$ cat src/verilog/siggen_pkg.sv
// Signal generator shared definitions
package siggen_pkg;

    // Phase counter and waveform period
    localparam int PHASE_BITS = 6;
    localparam int PERIOD     = 1 << PHASE_BITS;     // Steps in one full period

    typedef logic [PHASE_BITS-1:0] phase_t;          // Position within the period

    // DAC levels and control lines
    localparam int LEVELS    = 16;                   // Positive levels and as many negative
    localparam int DAC_LINES = 2 * LEVELS + 1;       // Zero line plus both polarities

    // Line 0 is 0 V, 1..16 positive, 17..32 negative
    typedef logic [DAC_LINES-1:0] dac_code_t;

    typedef logic signed [5:0] level_t;              // -16 .. +16

    // Step modes
    localparam int NUM_MODES = 3;

    typedef enum logic [1:0] {
        STEPS_64 = 2'd0,                             // Full resolution
        STEPS_32 = 2'd1,                             // Every second level
        STEPS_16 = 2'd2                              // Every fourth level
    } step_mode_e;                                   // Code 3 behaves as STEPS_64

    localparam dac_code_t ZERO_CODE = dac_code_t'(1); // Only the 0 V switch closed

    // Reference clock pairs
    typedef struct packed {
        logic i_p;                                   // In-phase clock
        logic i_n;
        logic q_p;                                   // Quadrature clock
        logic q_n;
    } ref_clk_t;

    // One table output per step mode indexed by the mode code
    typedef dac_code_t [NUM_MODES-1:0] table_bus_t;

endpackage

$ cat src/verilog/phase_counter.sv
// Waveform phase counter
`timescale 1ns/100ps

module phase_counter (
    input  logic               Clk,
    input  logic               Resetn,
    output siggen_pkg::phase_t phase
);

    // Free running and wrapping from the last step back to 0
    always_ff @(posedge Clk or negedge Resetn) begin
        if (!Resetn) begin
            phase <= '0;
        end else begin
            phase <= phase + siggen_pkg::phase_t'(1);
        end
    end

endmodule

$ cat src/verilog/triangle_table.sv
// Triangle waveform level decoder
`timescale 1ns/100ps

module triangle_table #(
    parameter int STEP_SHIFT = 0                     // Log2 of the phase stride
) (
    input  siggen_pkg::phase_t    phase,
    output siggen_pkg::dac_code_t dac_code
);

    siggen_pkg::phase_t scaled;                      // Phase after stride scaling
    siggen_pkg::level_t level;                       // Signed triangle level

    // Coarser modes walk the same table with a larger stride
    assign scaled = siggen_pkg::phase_t'(phase << STEP_SHIFT);

    // Fold the period into a triangle
    always_comb begin
        int s;
        s = int'(scaled);
        if (s <= siggen_pkg::LEVELS) begin
            level = siggen_pkg::level_t'(s);         // Rising from 0 V
        end else if (s <= 3 * siggen_pkg::LEVELS) begin
            // Falling through zero down to the negative peak
            level = siggen_pkg::level_t'(2 * siggen_pkg::LEVELS - s);
        end else begin
            level = siggen_pkg::level_t'(s - siggen_pkg::PERIOD); // Back up to 0 V
        end
    end

    // One switch closed per level
    always_comb begin
        int line_idx;
        if (level >= 0) begin
            line_idx = int'(level);                  // Positive lines sit right above 0 V
        end else begin
            line_idx = siggen_pkg::LEVELS - int'(level); // Negative lines start at 17
        end
        dac_code           = '0;
        dac_code[line_idx] = 1'b1;
    end

endmodule

$ cat src/verilog/dac_code_select.sv
// DAC control word select and register
`timescale 1ns/100ps

module dac_code_select (
    input  logic                   Clk,
    input  logic                   Resetn,
    input  logic                   count_enable,
    input  siggen_pkg::step_mode_e step_mode,
    input  siggen_pkg::table_bus_t table_bus,
    output siggen_pkg::dac_code_t  dac_code
);

    siggen_pkg::dac_code_t next_code;                // Selected and gated word

    always_comb begin
        case (step_mode)
            siggen_pkg::STEPS_32: next_code = table_bus[siggen_pkg::STEPS_32];
            siggen_pkg::STEPS_16: next_code = table_bus[siggen_pkg::STEPS_16];
            default:              next_code = table_bus[siggen_pkg::STEPS_64];
        endcase

        // Source parked at 0 V while counting is off
        if (!count_enable) begin
            next_code = siggen_pkg::ZERO_CODE;
        end
    end

    // Registered so the analog switches see a single clean transition
    always_ff @(posedge Clk or negedge Resetn) begin
        if (!Resetn) begin
            dac_code <= siggen_pkg::ZERO_CODE;
        end else begin
            dac_code <= next_code;
        end
    end

endmodule

$ cat src/verilog/iq_clock_gen.sv
// I/Q reference clock generator
`timescale 1ns/100ps

module iq_clock_gen (
    input  logic                   Clk,
    input  logic                   Resetn,
    input  siggen_pkg::phase_t     phase,
    input  siggen_pkg::step_mode_e step_mode,
    output siggen_pkg::ref_clk_t   ref_clk
);

    logic [2:0]         half_bit;                    // Phase bit that toggles each half period
    siggen_pkg::phase_t low_mask;                    // Bits below the half-period bit
    siggen_pkg::phase_t mid_phase;                   // Middle of a half period
    logic               at_mid;
    logic               i_next;
    logic               q_next;

    // Shorter periods use a lower counter bit
    always_comb begin
        case (step_mode)
            siggen_pkg::STEPS_32: half_bit = 3'(siggen_pkg::PHASE_BITS - 2);
            siggen_pkg::STEPS_16: half_bit = 3'(siggen_pkg::PHASE_BITS - 3);
            default:              half_bit = 3'(siggen_pkg::PHASE_BITS - 1);
        endcase
    end

    assign low_mask  = siggen_pkg::phase_t'((1 << half_bit) - 1);
    assign mid_phase = siggen_pkg::phase_t'(1 << (half_bit - 3'd1));
    assign at_mid    = (phase & low_mask) == mid_phase;

    assign i_next = ~phase[half_bit];                // High in the first half period

    /*
     * Sampling I halfway through each half period puts Q a quarter
     * period behind I. Between samples Q simply holds.
     */
    assign q_next = at_mid ? i_next : ref_clk.q_p;

    always_ff @(posedge Clk or negedge Resetn) begin
        if (!Resetn) begin
            ref_clk <= '0;                           // All pairs low in reset
        end else begin
            ref_clk.i_p <= i_next;
            ref_clk.i_n <= ~i_next;
            ref_clk.q_p <= q_next;
            ref_clk.q_n <= ~q_next;
        end
    end

endmodule

$ cat src/verilog/siggen_top.sv
// Bio-impedance signal source drive
`timescale 1ns/100ps

module siggen_top (
    input  logic                   Clk,
    input  logic                   Resetn,
    input  logic                   count_enable,     // Low holds the 0 V line
    input  siggen_pkg::step_mode_e step_mode,
    output siggen_pkg::dac_code_t  dac_code,
    output siggen_pkg::ref_clk_t   ref_clk
);

    siggen_pkg::phase_t     phase;                   // Shared waveform position
    siggen_pkg::table_bus_t table_bus;               // One table output per mode

    phase_counter phase_counter_inst (
        .Clk    (Clk),
        .Resetn (Resetn),
        .phase  (phase)
    );

    // Table k steps through the period 2^k positions at a time
    generate
        for (genvar k = 0; k < siggen_pkg::NUM_MODES; k++) begin : g_table
            triangle_table #(
                .STEP_SHIFT (k)
            ) triangle_table_inst (
                .phase    (phase),
                .dac_code (table_bus[k])
            );
        end
    endgenerate

    dac_code_select dac_code_select_inst (
        .Clk          (Clk),
        .Resetn       (Resetn),
        .count_enable (count_enable),
        .step_mode    (step_mode),
        .table_bus    (table_bus),
        .dac_code     (dac_code)
    );

    // Runs from the same phase, so I stays aligned to the waveform period
    iq_clock_gen iq_clock_gen_inst (
        .Clk       (Clk),
        .Resetn    (Resetn),
        .phase     (phase),
        .step_mode (step_mode),
        .ref_clk   (ref_clk)
    );

endmodule

$ cat config.mk
export PLATFORM = sky130hd
export DESIGN_NAME = siggen_top
export DESIGN_NICKNAME = d
export VERILOG_FILES = /design/src/verilog/siggen_pkg.sv /design/src/verilog/phase_counter.sv /design/src/verilog/triangle_table.sv /design/src/verilog/dac_code_select.sv /design/src/verilog/iq_clock_gen.sv /design/src/verilog/siggen_top.sv
export SDC_FILE = /design/constraint.sdc
export NUM_CORES = 1
export LEC_CHECK = 0
export BUFFER_PORTS_ARGS = -buffer_cell sky130_fd_sc_hd__buf_2
export CAP_MARGIN = 0
export CORE_ASPECT_RATIO = 0.6
export CORE_MARGIN = 3
export CORE_UTILIZATION = 45
export DETAILED_ROUTE_END_ITERATION = 6
export PLACE_DENSITY = 0.72
export SLEW_MARGIN = 20
export SYNTH_ARGS = -nofsm -noshare
export SYNTH_HDL_FRONTEND = slang
export SYNTH_HIERARCHICAL = 1
export SYNTH_SLANG_ARGS = --single-unit
$ cat constraint.sdc
create_clock -name Clk -period 3.6 [get_ports Clk]
set_clock_uncertainty 0.05 [all_clocks]
set_input_delay 0.72 -clock Clk [delete_from_list [all_inputs] [get_ports Clk]]
set_output_delay 0.72 -clock Clk [all_outputs]
set_load 0.01 [all_outputs]
### Yosys cells after proc, flatten, opt, wreduce, memory -nomap -nowiden

Index checks and enable logic that the tools add are counted.

* register bits after elaboration: 43
* bits of input ports: 5
* output and inout bits: 37
* logic and storage cells: 66

* add/subtract/negate cells: 12
* order comparisons: 16
* eq/ne operators: 3
* shifts and indexed selects: 2
* mux-type cells: 21
* bitwise operators: 3
* reduce and logical (&&, ||, !) cells: 3

Operator list (count)
* $ge 32x1->1 const B: 3
* $lt 32x8->1 const B: 3
* $mux 32: 3
* $pmux 33 s2: 1
* $mux 6: 6
* $mux 33: 1
* $sub 6x6->7 const A: 3
* $demux 1 s6: 3
* $ge 6x1->1 const B: 3
* $le 6x5->1 const B: 3
* $le 6x6->1 const B: 3
* $sub 6x1->6 const B: 3
* $sub 6x6->6 const A: 3
* $shl 1x3->6 const A: 2
* $add 6x1->6 const B: 1
* $and 6x6->6: 1
* $eq 6x6->1: 1
* $pmux 3 s2: 1
* $sub 6x2->6 const B: 1
* $mux 1: 5
* $lt 3x4->1 const B: 1
* $bmux 1 s3: 1
* $logic_and 1x1->1: 3
* $sub 3x1->3 const B: 1
* other kinds (3): 4

### Logic depth before layout (Yosys ltp)

* word-level depth: 11
* gate-level depth with buffers: 19
* depth with buffers taken out: 17

### Cells and area by module

The synthesis kept the hierarchy.

By module, submodules not included
* dac_code_select: times used 1, cells each 154, area an instance 1719.1 µm², sequential area each 827.0 µm²
* triangle_table at g_table[0].triangle_table_inst: times used 1, cells each 149, area an instance 982.2 µm², sequential area each 0.0 µm²
* triangle_table at g_table[1].triangle_table_inst: times used 1, cells each 89, area an instance 620.6 µm², sequential area each 0.0 µm²
* triangle_table at g_table[2].triangle_table_inst: times used 1, cells each 73, area an instance 534.3 µm², sequential area each 0.0 µm²
* iq_clock_gen: times used 1, cells each 26, area an instance 296.5 µm², sequential area each 100.1 µm²
* phase_counter: times used 1, cells each 15, area an instance 227.7 µm², sequential area each 150.1 µm²

### Worst setup path before layout

Ideal clock, no wire load.

* path type: reg-to-reg
* start: register phase_counter_inst.phase[0]
* end: register dac_code_select_inst.dac_code[6]
* library setup time: 0.067 ns
* arrival time: 3.761 ns
* data required time: 3.483 ns
* slack: -0.277 ns
* stages on the path, launching flop included: 20
* path buffers: 2
* clock period less this slack: 3.877 ns
* cells stage by stage: dfrtp_1 inv_1 ha_1 buf_4 and4bb_2 a211oi_4 mux2i_1 ha_1 clkbuf_1 nand4b_1 a21oi_1 a21o_1 a21oi_1 nor2_1 ha_1 nor3_1 nand3b_1 nor3b_1 nand2b_1 and3_1

RTL lines
* start, declared: line phase_counter.sv:7 `output siggen_pkg::phase_t phase`
* start signal, assigned: line phase_counter.sv:15 `phase <= phase + siggen_pkg::phase_t'(1);`
* end signal, assigned: line dac_code_select.sv:31 `dac_code <= siggen_pkg::ZERO_CODE;`
* end signal, assigned: line dac_code_select.sv:33 `dac_code <= next_code;`
* end, declared: line dac_code_select.sv:10 `output siggen_pkg::dac_code_t dac_code`

==> metrics.cfg <==
[status]
status=completed

[power]
p_comb_frac=0.172
p_leak_nw=2.239
totalPowerFinal_w=0.001196
switchingPower_w=0.0003337
ir_drop_uv=193.9
power_density_nw_per_um2=249.7
power_frac_seq=0.439
p_int_w=0.0008622
swShare=0.2790
clockPowerShare=0.389

[route]
drtIter0Drc=381
wl_per_cell_um=16.57
routed_wl_um=11040
drtPass1Iterations=5
num_vias=3863
drcViolationCount=0
via_per_inst=5.800
ant_nets=0

[floorplanning]
die_h_um=82.43
ios=42
dieArea_um2=10990
coreArea_um2=9324
fp.dieW_um=133.4
rows=27
initial_utilization=0.4698

[clock_network]
cts_buffers=5
cts-root-buf=clkbuf_16
worstSkewPairLatency_ns=0.29
clkTransAtPathRegs_ns=0.07
cts_buffer_depth=2
postCtsHoldBufs=0
cts_tree=yes
cts_max_level=2
cts_sinks=43

[critical_path]
crit_path_cell_trace=inv_2 -> ha_4 -> or3b_4 -> a211oi_4 -> mux2i_1 -> ha_2 -> nand4b_1 -> a21oi_2 -> a21o_1 -> a21oi_2 -> nor2_2 -> ha_4 -> nor3_4 -> nand3_1 -> nor3b_1 -> nand2b_1 -> and3_1
cpMaxStageDelayCell=dfrtp_2
worst-endpoint-arrival_ns=3.73
start_kind=register
critPathMaxStageDelay_ns=0.41
crit_type=reg -> reg
worstSetupEndpointType=register
critPathMaxFanout=4
rr_worst_depth=17
required_ns=3.78

[cells_and_area]
drive_gt1_frac=0.2369
antenna_cells=0
fill_cells=889
syn_to_final_growth_pct=9.340
finalInstanceArea_um2=4790
fin_nets=555
finish.utilization=0.5137

[synth]
synthCells=506
synth_edf_count=0
async_reset_ff_frac=1.000
ys_types=80
synth_area_um2=4380
ys_seq_elements=43
synth_warnings=6
avgSynthCellArea_um2=8.657
ys.flop_type=dfrtp_1
seq_area_frac_synth=0.2459

[timing]
final_hold_viol_count=0
timing.final.ws_setup_ns=0.05006
max_slew_margin=0.4950
period_share=0.9861
slew_viol_final=0
rsz0062_at_grt=true
worstMarginPinSlew_ns=0.7495
setup_violations=0
min_period_ns=3.550
fin_setup_tns_ns=0
max_freq_ghz=0.2817

[placed_design]
place_ws_ns=0.04345
gp_congestion=0.8918
dpl.hpwl_um=7513
place.port_buffers=41
placed_area_um2=4491

[global_routing]
track_usage=0.1986
antenna_found_initial=0
grt_pass1_vias=3409
grt_pass1_wl_um=17540
gr-total-overflow=0
grt_max_degree=44

[flow_run]
maxCapViolCount=0

[worst_hold_path]
hp-class=in -> async

-- power by group through the flow --
stage / logic, W / clock network (W) / registers (W)
3_5_place_dp: 0.000203 / 0 / 0.000535
5_1_grt: 0.000228 / 0.000500 / 0.000528
6_report: 0.000205 / 0.000465 / 0.000525
4_1_cts: 0.000203 / 0.000478 / 0.000526
3_3_place_gp: 0.000198 / 0 / 0.000534
2_1_floorplan: 0.000152 / 0 / 0.000552
-- flip-flops by register name, summed over array words and instances (netlist names), named ones only --
signal,flops
iq_clock_gen_inst/ref_clk,3
phase_counter_inst/phase,6
dac_code_select_inst/dac_code,33
-- kinds of logic after synthesis --
| kind of cell | count (synthesis) | synth area share |
|---|---|---|
| buffers and inverters | 100 | 0.1425 |
| other | 2 | 0.001714 |
| XOR/XNOR | 9 | 0.01971 |
| AND/OR/NAND/NOR | 209 | 0.2945 |
| AO/OA/AOI/OAI | 115 | 0.2191 |
| flip-flops | 43 | 0.2459 |
| adder cells (fa/ha/maj) | 15 | 0.04284 |
| multiplexers | 13 | 0.03370 |
-- layer usage --
| layer | part of all wire | GRT usage |
|---|---|---|
| met4 | 0.011 | 0.04723 |
| met2 | 0.44 | 0.2976 |
| met1 | 0.47 | 0.2996 |
| met3 | 0.078 | 0.03087 |
| met5 | 0 | 0 |
-- critical path, delay by kind of cell (launching register included) --
| kind | cells | cell delay (ns) |
|---|---|---|
| flops | 1 | 0.41 |
| compound gates | 4 | 0.69 |
| buf+inv | 1 | 0.08 |
| mux | 1 | 0.13 |
| fa+ha+maj | 3 | 0.55 |
| simple gates | 8 | 1.58 |
-- path summary, 6_finish.rpt --
check | slack, ns | to | from
setup / recovery | 0.05 | dac_code_select_inst/dac_code[22]$_DFF_PN0_ | phase_counter_inst/phase[0]$_DFF_PN0_
hold / removal | 0.38 | dac_code_select_inst/dac_code[9]$_DFF_PN0_ | Resetn
setup reg to reg | 0.05 | dac_code_select_inst/dac_code[22]$_DFF_PN0_ | phase_counter_inst/phase[0]$_DFF_PN0_
hold reg to reg | 0.42 | iq_clock_gen_inst/ref_clk[0]$_DFF_PN0_ | register
max in group asynchronous | 2.69 | phase_counter_inst/phase[0]$_DFF_PN0_ | Resetn
min in group Clk | 0.42 | iq_clock_gen_inst/ref_clk[0]$_DFF_PN0_ | register
-- final cells by class --
cell class,count,area [um2],area share
clock buffer,5,125.1,0.02612
inverter,20,75.07,0.01567
timing repair buffer,64,380.4,0.07941
sequential,43,1079,0.2252
tap,130,162.7,0.03396
clock inverter,3,23.77,0.004963
multi-input combinational,401,2944,0.6147
-- synthesized netlist by cell type, drive strengths merged (3+ instances only) --
master | count | share of area
and3b | 3 | 0.0060
o31ai | 5 | 0.0086
a211oi | 7 | 0.016
nand3b | 7 | 0.012
clkbuf | 11 | 0.0094
mux2i | 8 | 0.018
nand3 | 13 | 0.016
and2 | 3 | 0.0043
nand2 | 12 | 0.010
a31oi | 4 | 0.0086
mux2 | 4 | 0.010
or3b | 3 | 0.0066
nor3 | 13 | 0.020
buf | 69 | 0.12
nor2 | 35 | 0.030
nor4 | 7 | 0.011
o21ai | 13 | 0.017
a21oi | 20 | 0.023
xor2 | 4 | 0.0080
inv | 20 | 0.017
dfrtp | 42 | 0.24
o22ai | 3 | 0.0043
and3 | 36 | 0.054
nor2b | 5 | 0.0089
a221o | 34 | 0.078
nand2b | 44 | 0.063
xnor2 | 5 | 0.012
ha | 15 | 0.043
nor3b | 13 | 0.022
or3 | 5 | 0.0083
o2111ai | 3 | 0.0060
-- stage by stage --
stage          hold WS [ns]  cells
5_1_grt              0.4274    666
2_1_floorplan        0.3744    544
3_5_place_dp         0.4205    653
3_3_place_gp         0.4074    653
4_1_cts              0.4314    661
6_report             0.3847    666
-- repair_timing --
item | CTS | global route
endpoints found under the setup margin | 5 | 33
gates cloned | 0 | 0
pin swaps | 0 | 26
resized for setup | 1 | 25
buffers inserted | 0 | 5
-- layout by cell type (no fill, tap or decap), types with 4 or more instances in the layout --
cell type  instances
nor2_1            34
nand2_1           11
a21oi_2            5
or3_1              4
a21oi_1           15
and3_4             4
nor3b_1           10
nand3_1           11
nand3b_1           7
o21ai_0            7
a211oi_1           5
conb_1            40
xor2_1             4
nor4_1             6
nor2b_1            4
nand2b_1          44
dfrtp_1           41
buf_2             40
ha_1              10
o21ai_1            5
mux2i_1            8
xnor2_1            4
a221o_1           34
nor3_4             4
nor3_1             8
inv_1             17
o31ai_1            4
buf_4             24
and3_1            32
clkbuf_16          5
(Power assumes the default switching activity.)
